==> config.mk <==
export PLATFORM = sky130hd
export DESIGN_NAME = backplane_top
export DESIGN_NICKNAME = d
export VERILOG_FILES = /design/src/design/backplane_pkg.sv /design/src/design/backplane_top.sv /design/src/design/baud_select.sv /design/src/design/sdcard_dispatcher.sv /design/src/design/io_decoder.sv /design/src/design/dma_arbiter.sv /design/src/design/grant_mux.sv
export VERILOG_INCLUDE_DIRS = /design/src /design/src/design
export SDC_FILE = /design/constraint.sdc
export NUM_CORES = 1
export LEC_CHECK = 0
export ABC_AREA = 1
export BUFFER_PORTS_ARGS = -buffer_cell sky130_fd_sc_hd__buf_2
export CORE_AREA = 2 2 173 175
export CTS_BUF_LIST = sky130_fd_sc_hd__clkbuf_4
export DETAILED_ROUTE_END_ITERATION = 12
export DIE_AREA = 0 0 175 177
export PLACE_DENSITY = 0.48
export SETUP_SLACK_MARGIN = 0.1
export SKIP_LAST_GASP = 1
export SLEW_MARGIN = 20
export SYNTH_ARGS = -nofsm -noshare
export SYNTH_HDL_FRONTEND = slang
export SYNTH_SLANG_ARGS = --single-unit
==> constraint.sdc <==
create_clock -name wb_clk -period 6.81 [get_ports wb_clk]
set_clock_uncertainty 0.1 [all_clocks]
set_input_delay 1.362 -clock wb_clk [delete_from_list [all_inputs] [get_ports wb_clk]]
set_output_delay 1.362 -clock wb_clk [all_outputs]
set_load 0.005 [all_outputs]
==> src/design/backplane_defines.svh <==
/*
 * I/O page base addresses and match widths, RAM region top bits,
 * UART divisor table, fixed second port speed, SD card idle levels
 */
`ifndef BACKPLANE_DEFINES_SVH
`define BACKPLANE_DEFINES_SVH

// ************************************************************
// I/O page bases (octal) and low address bits ignored in match
// ************************************************************
`define UART1_BASE    16'o177560  // console port
`define UART1_LOW     3
`define UART2_BASE    16'o176500  // second serial port
`define UART2_LOW     3
`define LPT_BASE      16'o177514  // printer
`define LPT_LOW       2
`define RK_BASE       16'o177400  // rk11 disk
`define RK_LOW        4
`define DW_BASE       16'o174000  // dw hard disk
`define DW_LOW        5
`define RX_BASE       16'o177170  // rx01 floppy
`define RX_LOW        2
`define MY_BASE       16'o172140  // my floppy
`define MY_LOW        2
`define KGD_BASE      16'o176640  // graphics
`define KGD_LOW       3

// ram is everything below 160000
`define RAM_TOP_BITS  3'b111

// ************************************************************
// uart divisors by speed index from 1200 up to 115200 baud
// ************************************************************
`define BDIV_0        32'd767
`define BDIV_1        32'd383
`define BDIV_2        32'd191
`define BDIV_3        32'd95
`define BDIV_4        32'd47
`define BDIV_5        32'd23
`define BDIV_6        32'd15
`define BDIV_7        32'd7
`define UART2_SPEED   3'd3        // 9600 baud

// card lines when nobody holds the card
`define SD_IDLE_MOSI  1'b1
`define SD_IDLE_CS    1'b1

`endif
==> src/design/backplane_pkg.sv <==
/*
 * bus request and response types, slave strobe and slave response
 * bundles, sd card line type, controller index, baud types
 */
package backplane_pkg;

   // one master's request onto the wishbone bus
   typedef struct packed {
      logic [15:0] adr;    // byte address
      logic [15:0] dat;    // write data
      logic        cyc;
      logic        we;     // 1 = write
      logic [1:0]  sel;    // byte lanes
      logic        stb;
   } wb_req_t;

   // answer back to a master or from a slave
   typedef struct packed {
      logic [15:0] dat;
      logic        ack;
   } wb_rsp_t;

   // one strobe per slave, ram in the msb
   typedef struct packed {
      logic ram;
      logic uart1;
      logic uart2;
      logic lpt;
      logic rk;
      logic dw;
      logic rx;
      logic my;
      logic kgd;
   } dev_sel_t;

   // slave answers, same order as dev_sel_t
   typedef struct packed {
      wb_rsp_t ram;
      wb_rsp_t uart1;
      wb_rsp_t uart2;
      wb_rsp_t lpt;
      wb_rsp_t rk;
      wb_rsp_t dw;
      wb_rsp_t rx;
      wb_rsp_t my;
      wb_rsp_t kgd;
   } dev_rsp_t;

   typedef struct packed {
      logic mosi;
      logic cs;
   } sd_lines_t;

   // disk controllers sharing the card in sd grant priority order
   typedef enum logic [1:0] {SD_RK, SD_DW, SD_DX, SD_MY} sd_ctl_t;

   typedef logic [31:0] baud_div_t;   // uart divisor
   typedef logic [2:0]  speed_t;      // 0 = 1200 .. 7 = 115200

endpackage

==> src/design/backplane_top.sv <==
/*
 * backplane top, dma arbiter, i/o page decoder,
 * sd card dispatcher and baud select wired together
 */
module backplane_top (
   input  logic                             wb_clk,
   input  logic                             rst_n_i,

   // masters
   input  backplane_pkg::wb_req_t           cpu_req_i,
   input  backplane_pkg::wb_req_t           rk_req_i,
   input  backplane_pkg::wb_req_t           my_req_i,
   output backplane_pkg::wb_rsp_t           cpu_rsp_o,
   output backplane_pkg::wb_rsp_t           rk_rsp_o,
   output backplane_pkg::wb_rsp_t           my_rsp_o,

   // slaves
   output backplane_pkg::wb_req_t           bus_req_o,
   input  logic                             sysram_stb_i,
   output backplane_pkg::dev_sel_t          dev_sel_o,
   input  backplane_pkg::dev_rsp_t          dev_rsp_i,

   // sd card
   input  logic [3:0]                       sd_req_i,
   input  backplane_pkg::sd_lines_t [3:0]   sd_lines_i,
   output logic [3:0]                       sd_gnt_o,
   output backplane_pkg::sd_lines_t         sdcard_o,

   // serial ports
   input  logic                             console_sel_i,
   input  backplane_pkg::speed_t            term_speed_i,
   output backplane_pkg::baud_div_t         uart1_bdiv_o,
   output backplane_pkg::baud_div_t         uart2_bdiv_o
);

   logic [15:0] rd_dat;    // merged slave read data
   logic        bus_ack;   // ored slave acks

   // ************************************************************
   // bus masters
   // ************************************************************
   dma_arbiter u_dma_arbiter (
      .wb_clk    (wb_clk),
      .rst_n_i   (rst_n_i),
      .cpu_req_i (cpu_req_i),
      .rk_req_i  (rk_req_i),
      .my_req_i  (my_req_i),
      .bus_ack_i (bus_ack),
      .rd_dat_i  (rd_dat),
      .bus_req_o (bus_req_o),
      .cpu_rsp_o (cpu_rsp_o),
      .rk_rsp_o  (rk_rsp_o),
      .my_rsp_o  (my_rsp_o)
   );

   // ************************************************************
   // slave decode
   // ************************************************************
   io_decoder u_io_decoder (
      .bus_req_i    (bus_req_o),
      .sysram_stb_i (sysram_stb_i),
      .dev_rsp_i    (dev_rsp_i),
      .dev_sel_o    (dev_sel_o),
      .rd_dat_o     (rd_dat),
      .bus_ack_o    (bus_ack)
   );

   // ************************************************************
   // sd card and uart speeds
   // ************************************************************
   sdcard_dispatcher u_sdcard_dispatcher (
      .wb_clk     (wb_clk),
      .rst_n_i    (rst_n_i),
      .sd_req_i   (sd_req_i),
      .sd_lines_i (sd_lines_i),
      .sd_gnt_o   (sd_gnt_o),
      .sdcard_o   (sdcard_o)
   );

   baud_select u_baud_select (
      .console_sel_i (console_sel_i),
      .term_speed_i  (term_speed_i),
      .uart1_bdiv_o  (uart1_bdiv_o),
      .uart2_bdiv_o  (uart2_bdiv_o)
   );

endmodule

==> src/design/baud_select.sv <==
/*
 * uart divisor lookup for the terminal speed and the fixed
 * second port speed, console port swap
 */
`include "backplane_defines.svh"

module baud_select (
   input  logic                       console_sel_i,  // 1 = ports swapped
   input  backplane_pkg::speed_t      term_speed_i,
   output backplane_pkg::baud_div_t   uart1_bdiv_o,
   output backplane_pkg::baud_div_t   uart2_bdiv_o
);

   backplane_pkg::baud_div_t term_div;   // follows the terminal
   backplane_pkg::baud_div_t fixed_div;  // second port, constant

   function automatic backplane_pkg::baud_div_t div_of(input backplane_pkg::speed_t s);
      case (s)
         3'd0:    return `BDIV_0;   // 1200
         3'd1:    return `BDIV_1;   // 2400
         3'd2:    return `BDIV_2;   // 4800
         3'd3:    return `BDIV_3;   // 9600
         3'd4:    return `BDIV_4;   // 19200
         3'd5:    return `BDIV_5;   // 38400
         3'd6:    return `BDIV_6;   // 57600
         default: return `BDIV_7;   // 115200
      endcase
   endfunction

   assign term_div  = div_of(term_speed_i);
   assign fixed_div = div_of(`UART2_SPEED);

   // console on uart1 unless swapped
   assign uart1_bdiv_o = console_sel_i ? fixed_div : term_div;
   assign uart2_bdiv_o = console_sel_i ? term_div : fixed_div;

endmodule

==> src/design/sdcard_dispatcher.sv <==
/*
 * sd card sharing between rk, dw, dx and my controllers,
 * hold-until-release priority grant and card line routing
 */
`include "backplane_defines.svh"

module sdcard_dispatcher (
   input  logic                             wb_clk,
   input  logic                             rst_n_i,
   input  logic [3:0]                       sd_req_i,     // indexed by sd_ctl_t
   input  backplane_pkg::sd_lines_t [3:0]   sd_lines_i,
   output logic [3:0]                       sd_gnt_o,
   output backplane_pkg::sd_lines_t         sdcard_o
);

   localparam backplane_pkg::sd_lines_t SD_IDLE = '{mosi: `SD_IDLE_MOSI, cs: `SD_IDLE_CS};

   logic [3:0]                gnt_q;
   backplane_pkg::sd_lines_t  lines_a [4];

   // ************************************************************
   // grant state
   // ************************************************************
   always_ff @(posedge wb_clk or negedge rst_n_i) begin
      if (!rst_n_i) begin
         gnt_q <= '0;
      end else if (gnt_q == '0) begin
         // card free, pick by priority
         if (sd_req_i[backplane_pkg::SD_RK]) begin
            gnt_q[backplane_pkg::SD_RK] <= 1'b1;
         end else if (sd_req_i[backplane_pkg::SD_DW]) begin
            gnt_q[backplane_pkg::SD_DW] <= 1'b1;
         end else if (sd_req_i[backplane_pkg::SD_DX]) begin
            gnt_q[backplane_pkg::SD_DX] <= 1'b1;
         end else if (sd_req_i[backplane_pkg::SD_MY]) begin
            gnt_q[backplane_pkg::SD_MY] <= 1'b1;
         end
      end else begin
         gnt_q <= gnt_q & sd_req_i;   // held until the owner lets go
      end
   end

   assign sd_gnt_o = gnt_q;

   // line routing
   always_comb begin
      for (int i = 0; i < 4; i++) begin
         lines_a[i] = sd_lines_i[i];
      end
   end

   grant_mux #(
      .T    (backplane_pkg::sd_lines_t),
      .N    (4),
      .IDLE (SD_IDLE)
   ) u_line_mux (
      .sel_i  (gnt_q),
      .data_i (lines_a),
      .data_o (sdcard_o)
   );

   a_gnt_onehot : assert property (@(posedge wb_clk) disable iff (!rst_n_i)
      $onehot0(sd_gnt_o))
      else $error("sdcard_dispatcher: grants %b", sd_gnt_o);

   // no grant is taken away from a controller still asking
   for (genvar i = 0; i < 4; i++) begin : g_hold
      a_gnt_hold : assert property (@(posedge wb_clk) disable iff (!rst_n_i)
         sd_gnt_o[i] && sd_req_i[i] |=> sd_gnt_o[i])
         else $error("sdcard_dispatcher: grant %0d dropped under request", i);
   end

endmodule

==> src/design/io_decoder.sv <==
/*
 * i/o page and ram address decode, one strobe per slave,
 * read data merge under the strobes, ack or
 */
`include "backplane_defines.svh"

module io_decoder (
   input  backplane_pkg::wb_req_t   bus_req_i,
   input  logic                     sysram_stb_i,  // cpu board service ram
   input  backplane_pkg::dev_rsp_t  dev_rsp_i,
   output backplane_pkg::dev_sel_t  dev_sel_o,
   output logic [15:0]              rd_dat_o,
   output logic                     bus_ack_o
);

   logic                            bus_act;   // stb and cyc both up
   logic [15:0]                     adr;
   logic [8:0]                      sel_v;     // strobes as a vector, ram at 8
   backplane_pkg::wb_rsp_t [8:0]    rsp_v;     // answers, same order

   // address matches base once the register bits are dropped
   function automatic logic io_hit(input logic [15:0] a, input logic [15:0] base,
                                   input int unsigned low);
      return (a >> low) == (base >> low);
   endfunction

   assign bus_act = bus_req_i.stb & bus_req_i.cyc;
   assign adr     = bus_req_i.adr;

   // ************************************************************
   // slave strobes
   // ************************************************************
   assign dev_sel_o.uart1 = bus_act & io_hit(adr, `UART1_BASE, `UART1_LOW); // 177560-177566
   assign dev_sel_o.uart2 = bus_act & io_hit(adr, `UART2_BASE, `UART2_LOW); // 176500-176506
   assign dev_sel_o.lpt   = bus_act & io_hit(adr, `LPT_BASE, `LPT_LOW);     // 177514-177516
   assign dev_sel_o.rk    = bus_act & io_hit(adr, `RK_BASE, `RK_LOW);       // 177400-177416
   assign dev_sel_o.dw    = bus_act & io_hit(adr, `DW_BASE, `DW_LOW);       // 174000-174036
   assign dev_sel_o.rx    = bus_act & io_hit(adr, `RX_BASE, `RX_LOW);       // 177170-177172
   assign dev_sel_o.my    = bus_act & io_hit(adr, `MY_BASE, `MY_LOW);       // 172140-172142
   assign dev_sel_o.kgd   = bus_act & io_hit(adr, `KGD_BASE, `KGD_LOW);     // 176640-176646

   // ram 000000 to 157777 plus whatever the cpu board claims
   assign dev_sel_o.ram = (bus_act & (adr[15:13] != `RAM_TOP_BITS)) | sysram_stb_i;

   // ************************************************************
   // read data and ack
   // ************************************************************
   assign sel_v = dev_sel_o;
   assign rsp_v = dev_rsp_i;

   always_comb begin
      rd_dat_o  = '0;
      bus_ack_o = 1'b0;
      for (int i = 0; i < 9; i++) begin
         if (sel_v[i]) begin
            rd_dat_o = rd_dat_o | rsp_v[i].dat;   // only strobed slaves drive
         end
         bus_ack_o = bus_ack_o | rsp_v[i].ack;    // any ack counts
      end
   end

   // i/o page windows must not overlap
   always_comb begin
      assert final ($onehot0(sel_v[7:0]))
         else $error("io_decoder: strobes %b overlap at %o", sel_v[7:0], adr);
   end

endmodule

==> src/design/dma_arbiter.sv <==
/*
 * bus ownership between cpu, rk11 dma and my dma,
 * shared bus request and per-master responses
 */
module dma_arbiter (
   input  logic                    wb_clk,
   input  logic                    rst_n_i,
   input  backplane_pkg::wb_req_t  cpu_req_i,
   input  backplane_pkg::wb_req_t  rk_req_i,
   input  backplane_pkg::wb_req_t  my_req_i,
   input  logic                    bus_ack_i,   // ored slave acks
   input  logic [15:0]             rd_dat_i,    // merged read data
   output backplane_pkg::wb_req_t  bus_req_o,
   output backplane_pkg::wb_rsp_t  cpu_rsp_o,
   output backplane_pkg::wb_rsp_t  rk_rsp_o,
   output backplane_pkg::wb_rsp_t  my_rsp_o
);

   logic rk_own;   // rk11 holds the bus
   logic my_own;   // my holds the bus
   logic cpu_own;

   backplane_pkg::wb_req_t req_a [3];   // cpu, rk, my

   assign cpu_own = ~(rk_own | my_own);

   // ************************************************************
   // ownership re-chosen only between bus cycles
   // ************************************************************
   always_ff @(posedge wb_clk or negedge rst_n_i) begin
      if (!rst_n_i) begin
         rk_own <= 1'b0;
         my_own <= 1'b0;
      end else if (!bus_req_o.cyc) begin
         rk_own <= rk_req_i.cyc;                  // rk first
         my_own <= ~rk_req_i.cyc & my_req_i.cyc;  // then my, else cpu
      end
   end

   // dma masters always move whole words
   always_comb begin
      req_a[0]     = cpu_req_i;
      req_a[1]     = rk_req_i;
      req_a[1].sel = 2'b11;
      req_a[2]     = my_req_i;
      req_a[2].sel = 2'b11;
   end

   grant_mux #(
      .T (backplane_pkg::wb_req_t),
      .N (3)
   ) u_req_mux (
      .sel_i  ({my_own, rk_own, cpu_own}),
      .data_i (req_a),
      .data_o (bus_req_o)
   );

   // read data goes to everyone, ack only to the owner
   assign cpu_rsp_o.dat = rd_dat_i;
   assign cpu_rsp_o.ack = bus_ack_i & cpu_own;
   assign rk_rsp_o.dat  = rd_dat_i;
   assign rk_rsp_o.ack  = bus_ack_i & rk_own;
   assign my_rsp_o.dat  = rd_dat_i;
   assign my_rsp_o.ack  = bus_ack_i & my_own;

   // a running bus cycle keeps its master
   a_own_stable : assert property (@(posedge wb_clk) disable iff (!rst_n_i)
      bus_req_o.cyc |=> $stable({rk_own, my_own}))
      else $error("dma_arbiter: owner changed inside a bus cycle");

endmodule

==> src/design/grant_mux.sv <==
/*
 * one-hot select of one payload out of N, idle value when nothing
 * is selected; payload type is a parameter
 */
module grant_mux #(
   parameter type T    = logic,
   parameter int  N    = 2,
   parameter T    IDLE = T'('0)     // output with no select bit set
) (
   input  logic [N-1:0] sel_i,     // one-hot or zero
   input  T             data_i [N],
   output T             data_o
);

   always_comb begin
      data_o = IDLE;
      for (int i = 0; i < N; i++) begin
         if (sel_i[i]) begin
            data_o = data_i[i];   // at most one hit
         end
      end
   end

   // settled select must never carry two grants
   always_comb begin
      assert final ($onehot0(sel_i))
         else $error("grant_mux: select %b is not one-hot", sel_i);
   end

endmodule

* Word level (Yosys, flattened, before mapping) *
Cells that the tools add are included.

storage, ports and cells
  register bits after elaboration = 6
  input bits = 283
  output and inout port bits = 167
  word-level logic and storage cells = 95

operators by class
  equality and inequality tests = 22
  multiplexer cells = 27
  bitwise gates (word level) = 35
  reductions and logical operators = 5

operator list
  operator              count
  $mux 16               9
  $or 16x16->16         8
  $mux 37               3
  $pmux 10 s7           1
  $eq 14x14->1 const B  3
  $eq 13x13->1 const B  3
  $mux 10               2
  $and 1x1->1           14
  $ne 2x2->1 const B    7
  $eq 12x12->1 const B  1
  $eq 11x11->1 const B  1
  $mux 2                5
  $or 1x1->1            10
  $eq 3x3->1 const B    3
  $eq 3x2->1 const B    2
  $mux 1                5
  $and 4x4->4           1
  $logic_not 4->1       1
  $mux 4                1
  $reduce_and 4->1      1
  $eq 3x1->1 const B    1
  $logic_not 3->1       1
  $mux 3                1
  $ne 3x3->1 const B    1
  other kinds (3)       4

* Depth between registers and ports, before layout *
Gate-level depths: netlist (run 1).

  depth in word-level cells = 23
  gate-level depth with buffers = 16
  gate-level depth less buffers = 13

* Modules after synthesis *
A second synthesis (run 1) with hierarchy kept.

second synthesis, totals
  cells, all modules = 868
  area, all modules = 4331.7 µm²

by module, submodules not included
  module                                       instances  cells an instance  area an instance (µm²)  seq. area each (µm²)
  io_decoder                                   1          403                1969.4                  0.0
  grant_mux at u_dma_arbiter.u_req_mux         1          280                1119.8                  0.0
  baud_select                                  1          78                 498.0                   0.0
  dma_arbiter                                  1          64                 471.7                   50.0
  sdcard_dispatcher                            1          23                 185.2                   100.1
  grant_mux at u_sdcard_dispatcher.u_line_mux  1          20                 87.6                    0.0

* Least setup slack after synthesis (run 1) *
Ideal clock, no wire load.

  kind = input to output
  start = input port rk_req_i[4] (netlist name)
  end = output port my_rsp_o[6] (netlist name)
  arrival = 2620 ps
  required time = 5348 ps
  path slack = 2728 ps
  stages on the path = 14
  path buffers = 2
  path through = nand2_1 > nand2_1 > nand2_1 > nand2_2 > nand2_4 > inv_2 > nand2_1 > nor2_4 > buf_6 > nand3_1 > nand2_1 > nor2_1 > nand3_1 > buf_4

RTL lines
  what             line                 RTL
  start, declared  backplane_top.sv:11  input backplane_pkg::wb_req_t rk_req_i,
  end, declared    backplane_top.sv:15  output backplane_pkg::wb_rsp_t my_rsp_o,

==> results of run 1 <==
cell usage after synthesis (3+ instances only):
cell type	number
nand2_1	173
nand3_1	98
buf_4	95
nor2_1	67
inv_1	64
nand4_1	47
o21ai_0	22
a22oi_1	19
nand3_2	16
nor2_2	15
nor2_4	13
inv_2	12
buf_6	11
nand2_2	11
or2_1	8
a21oi_1	6
buf_2	6
clkbuf_1	6
dfrtp_1	6
nand2_4	4
or2_2	4
nor3_1	3
nor4_1	3
final cells by class:
class,instances,area [um2]
antenna,3,7.51
tap,390,488
sequential,6,150
inverter,77,292
multi-input combinational,573,2940
clock buffer,3,22.5
timing repair buffer,400,2010
fill,3450,23300
through the flow:
stage	instances	cell area, um2	power, W	setup WS [ps]	hold WS (ps)
floorplan	776	4280	0.000463	2730	449
finish	1452	5910	0.000724	1800	458
detailed placement	1446	5880	0.000704	1670	452
global route	1451	5910	0.000806	1590	492
global placement	1446	5880	0.000701	1710	455
CTS	1449	5910	0.000740	1660	460
power breakdown:
group          internal [W]  leakage [nW]  switching [W]  total (W)
registers         0.0000403        0.0767     0.00000446  0.0000448
clock network     0.0000200        0.0138      0.0000137  0.0000337
logic              0.000235          3.42       0.000410   0.000645
total              0.000295          3.51       0.000428   0.000724
routing by layer:
metal / part of all wire [%] / track usage (%) / vias up
met5: 0 / 0 / -
met3: 6.3 / 1.65 / 28
li1: - / - / 2911
met4: 2.5 / 3.72 / 0
met1: 37 / 14.6 / 2621
met2: 54 / 28.8 / 310
worst min-delay path by stage:
stage / startpoint / to / slack (ps) / cells after the start
after floorplan: u_sdcard_dispatcher.sd_gnt_o[0]$_DFFE_PN0P_ / u_sdcard_dispatcher.sd_gnt_o[0]$_DFFE_PN0P_ / 450 / 2
after global placement: u_sdcard_dispatcher.sd_gnt_o[0]$_DFFE_PN0P_ / u_sdcard_dispatcher.sd_gnt_o[0]$_DFFE_PN0P_ / 450 / 2
after detailed placement: u_sdcard_dispatcher.sd_gnt_o[0]$_DFFE_PN0P_ / u_sdcard_dispatcher.sd_gnt_o[0]$_DFFE_PN0P_ / 450 / 2
after CTS: u_sdcard_dispatcher.sd_gnt_o[0]$_DFFE_PN0P_ / u_sdcard_dispatcher.sd_gnt_o[0]$_DFFE_PN0P_ / 460 / 2
after global routing: u_sdcard_dispatcher.sd_gnt_o[0]$_DFFE_PN0P_ / u_sdcard_dispatcher.sd_gnt_o[0]$_DFFE_PN0P_ / 490 / 2
final: u_sdcard_dispatcher.sd_gnt_o[0]$_DFFE_PN0P_ / u_sdcard_dispatcher.sd_gnt_o[0]$_DFFE_PN0P_ / 460 / 2
sequential cells by signal, summed over array words and instances (netlist names):
signal / count
u_dma_arbiter.my_own: 1
u_dma_arbiter.rk_own: 1
u_sdcard_dispatcher.sd_gnt_o: 4
critical path, delay by kind of cell:
kind,cells,cell delay (ps)
buffers and inverters,4,720
AND/OR/NAND/NOR,9,1420
layout by cell type (no fill, tap or decap), drive strengths merged:
master	count
clkbuf	3
o311ai	1
buf	400
dfrtp	6
o221ai	1
a21oi	6
a22oi	19
o22ai	1
nor3	3
and3	1
or2	15
a21boi	1
diode	3
nand2	188
o21bai	1
nand3	116
nor4	3
o21ai	22
o21a	1
nor2	96
inv	77
nand3b	1
nand4	47
conb	50
cell families (layout without fill, tap and decap cells):
logic type | Yosys count | in the layout | share of synthesized area, %
buf+inv | 197 | 480 | 29.0
other cells | 2 | 53 | 0.183
compound gates | 53 | 53 | 8.31
simple gates | 470 | 470 | 58.8
flops | 6 | 6 | 3.66
==> results.cfg, run 1 <==
[synthesis]
syn_inst = 728
ys_ff_latch = 6
synth_top_area_share_pct = 17.4
synth_edf_count = 0
yosysWarnings = 0
synth_area_um2 = 4100
synth_top_area_cell = buf_4
synth_cell_type_count = 38
synth-main-ff-cell = dfrtp_1
yosysSeqAreaShare_pct = 3.66
synth_area_leaders = buf_4 17%, nand2_1 16%, nand3_1 12%
synthArstFlopShare_pct = 100
avgSynthCellArea_um2 = 5.63

[die]
dieArea_um2 = 31000
row_count = 63
fp.dieH_um = 177
core_um2 = 29200
ioPinCount = 450
initial_core_util_pct = 14.0
die_x_um = 175

[run_status]
status = complete, no violations

[worst_setup_path]
cp_slowest_stage_delay_ps = 360
cp-end-kind = primary output
r2r_setup_slack_ps = 5140
arrival_ps = 3540
reg2reg_from = u_dma_arbiter.rk_own$_DFFE_PN0P_
worstSetupPathType = in2out
critPathLaunchType = input pin
reg2reg_to = u_dma_arbiter.rk_own$_DFFE_PN0P_
critPathLaunch = rk_req_i[36]
cp_cell_sequence = buf_2 -> nand2_1 -> nand3_1 -> nand2_1 -> nor2_1 -> inv_2 -> nor2_4 -> buf_4 -> nand3b_4 -> nor2_1 -> nor2_1 -> nand3_1 -> buf_2
worst-r2r-cell-count = 7
endpoint = rk_rsp_o[4]
crit_top_cell = nor2_1
path_max_fanout = 32
cp_data_required_time_ps = 5350
cp_slowest_cell = buf_4

[detailed_routing]
drc = 0
drt-total-wl_um = 23300
drtIter0Drc = 168
ant_nets = 0
viasPerCell = 4.04
wl_per_cell_um = 16.1
vias = 5870
firstDrtPassIters = 5

[sta]
tightest_slew_ps = 948
maxSlewHeadroom_pct = 36.7
final-hold-violation-count = 0
period_needed_ps = 5010
setup_viol = 0
fin_tns_setup_ps = 0
fmax_ghz = 0.200
rsz0062_at_grt = false
finalMaxSlewViolations = 0
period_share_pct = 73.5

[layout]
drive_above_1_share_pct = 45.8
nets = 1344
utilization_pct = 20.2
area.growth.synth_to_final_pct = 44.3

[power]
power_per_cell_area_nw_per_um2 = 122
max-vdd-ir-drop_v = 0.0000947
leakage_nw = 3.51

[clocking]
cts_max_path_buffers = 2
root_buffer = clkbuf_4
postCtsHoldBufs = 0
cts_resized = 0
cts_inserted_buffers = 3
cts_tree = yes
clk_pin_slew_ps = 50
clkSinkCount = 6
htreeDepth = 1
clkLatencyLatePin_ps = 240
post_cts_buffers = 0

[grt]
grt_pass1_wl_um = 32500
grt_pass1_vias = 5481
grt_max_degree = 44
antenna_found_initial = 4
overflow = 0
grt_usage_pct = 13.9

[worst_hold_path]
hold_class = reg2reg

[placed_design]
hpwl_um = 20300
io_buffers = 395
finalWeightedCongestion = 0.887

[flow_run]
maxCapViolations = 0
No activity file was read; power rests on OpenSTA's default activity.
==> inputs of run 2 (changes only) <==
CORE_AREA = 2 2 177 179   (was 2 2 173 175)
DIE_AREA = 0 0 179 181   (was 0 0 175 177)
clock period = 4.1 ns   (was 6.81 ns; I/O delays follow)
==> run 2 against run 1 <==
  * Sequential power increased by 68%
  * Global-route usage is 0.37 points lower
  * Largest cell class unchanged
  * Die area rose by 4.6%
  * Combinational power rose by 67%
  * Total power grew 68%
  * Utilization shrank 0.20 points
  * Highest routed layer unchanged
  * Register-to-register slack worse by 2500 ps
  * First-iteration DRC count increased by 6.5%
  * Sequential cell count unchanged
  * Critical path depth is 1 higher
  * Sequential share of layout area is 0.067 points lower
  * Via count up 0.36%
==> results.cfg, run 2 (same netlist as run 1, synthesis figures left out) <==
[sta]
maxSlewHeadroom_pct = 53.0
final-hold-violation-count = 0
period_share_pct = 91.7
rsz0062_at_grt = false
fmax_ghz = 0.266
fin_tns_setup_ps = 0
holdWs_ps = 293
setup_viol = 0
finalMaxSlewViolations = 0
tightest_slew_ps = 699
period_needed_ps = 3760

[worst_hold_path]
hold_class = in2async

[worst_setup_path]
cp_slowest_stage_delay_ps = 410
endpoint = rk_rsp_o[8]
r2r_setup_slack_ps = 2600
path_max_fanout = 20
cp_data_required_time_ps = 3180
cp_cell_sequence = buf_4 -> buf_6 -> nand2_1 -> nand3_1 -> nand2_2 -> nor2_2 -> nand3_4 -> nor2_4 -> buf_4 -> nand3_1 -> nand2_1 -> nor2_1 -> nand3_2 -> buf_2
critPathLaunch = u_dma_arbiter.rk_own$_DFFE_PN0P_
worstSetupPathType = reg2out
reg2reg_to = u_dma_arbiter.rk_own$_DFFE_PN0P_
critPathLaunchType = flip-flop
arrival_ps = 2840
cp_slowest_cell = nor2_4
cp-end-kind = primary output
reg2reg_from = u_dma_arbiter.my_own$_DFFE_PN0P_
worst-r2r-cell-count = 7

[detailed_routing]
met3_wirelength_um = 1950
top_layer = met4
viasPerCell = 4.00
vias = 5891
drtIter0Drc = 179
drt-total-wl_um = 23800
firstDrtPassIters = 5
ant_nets = 0
wl_per_cell_um = 16.2
drc = 0
wl_met1_um = 8410
wl_met2_um = 13000

[layout]
nets = 1358
drive_above_1_share_pct = 46.5
stdcell_count = 1471
final_cell_mix = 395 x buf_2, 173 x nand2_1, 98 x nand3_1, 67 x nor2_1, 64 x inv_1
utilization_pct = 20.0
area.growth.synth_to_final_pct = 48.2
layout_commonest_cell = buf_2
largest_register_ff_count = 4
finalInstanceArea_um2 = 6070
fillers = 3599

[clocking]
clk_pin_slew_ps = 50
clkSinkCount = 6
clkLatencyLatePin_ps = 240
cts_inserted_buffers = 3
htreeDepth = 1
postCtsHoldBufs = 0
cts_max_path_buffers = 2
root_buffer = clkbuf_4
cts_tree = yes

[die]
core_um2 = 30300
die_x_um = 179
dieArea_um2 = 32400
initial_core_util_pct = 13.5
ioPinCount = 450
row_count = 64
fp.dieH_um = 181

[run_status]
status = complete, no violations

[grt]
grt_pass1_vias = 5517
antenna_found_initial = 2
grt_usage_pct = 13.6
grt_pass1_wl_um = 33000
grt_max_degree = 43
overflow = 0

[flow_run]
maxCapViolations = 0

[placed_design]
hpwl_um = 20900
finalWeightedCongestion = 0.798
placedCellCount = 1461
io_buffers = 395
placed_area_um2 = 5960

[power]
leakage_nw = 3.60
max-vdd-ir-drop_v = 0.000118
power_per_cell_area_nw_per_um2 = 200
## run 2: cell types whose count changed in the layout (fill, tap and decap cells not counted)
cell / before / now
buf_4: 5 / 13
buf_12: 0 / 3
buf_6: 0 / 3
diode_2: 3 / 2
inv_4: 1 / 0
inv_6: 0 / 1
## run 2: worst min path at each step
stage                                                      from                                           to  slack (ps)
floorplan                                               rst_n_i             u_dma_arbiter.my_own$_DFFE_PN0P_         420
global placement    u_sdcard_dispatcher.sd_gnt_o[0]$_DFFE_PN0P_  u_sdcard_dispatcher.sd_gnt_o[0]$_DFFE_PN0P_         460
detailed placement  u_sdcard_dispatcher.sd_gnt_o[0]$_DFFE_PN0P_  u_sdcard_dispatcher.sd_gnt_o[0]$_DFFE_PN0P_         450
CTS                                                     rst_n_i  u_sdcard_dispatcher.sd_gnt_o[1]$_DFFE_PN0P_         290
global route                                            rst_n_i  u_sdcard_dispatcher.sd_gnt_o[3]$_DFFE_PN0P_         290
finish                                                  rst_n_i  u_sdcard_dispatcher.sd_gnt_o[2]$_DFFE_PN0P_         290
## run 2: metrics by stage
step / power, W / setup slack [ps]
2_1_floorplan: 0.000769 / 1100
4_1_cts: 0.00124 / 173
3_5_place_dp: 0.00117 / 381
5_1_grt: 0.00136 / 104
6_report: 0.00121 / 341
3_3_place_gp: 0.00117 / 384
## run 2: where the power goes
group,internal (W),switching (W),total (W)
Clock,0.0000331,0.0000214,0.0000545
Sequential,0.0000670,0.00000847,0.0000754
Combinational,0.000404,0.000678,0.00108
Total,0.000504,0.000708,0.00121
## run 2: routing by layer
metal	GRT usage, %	vias up
met1	14.0	2621
li1	-	2941
met4	2.99	0
met2	27.7	313
met5	0	-
met3	2.13	16
## run 2: timing repair
action,4_1_cts,5_1_grt
endpoints found under the setup margin,0,45
buffers inserted,0,5
gates resized for setup,0,4
## run 2: cell type report
class,instances,area [um2],area share (%)
repair buffers,414,2170,35.7
clock buffers,3,22.5,0.371
multi-input cells,573,2940,48.4
flip-flops and latches,6,150,2.47
diodes,2,5.00,0.0824
inverters,77,294,4.84
well taps,396,495,8.16
## run 2: critical path: cells and delay by family (launching register included)
family / cells / cell delay [ps]
AND/OR/NAND/NOR: 10 / 1330
flip-flops: 1 / 350
buffers and inverters: 4 / 880
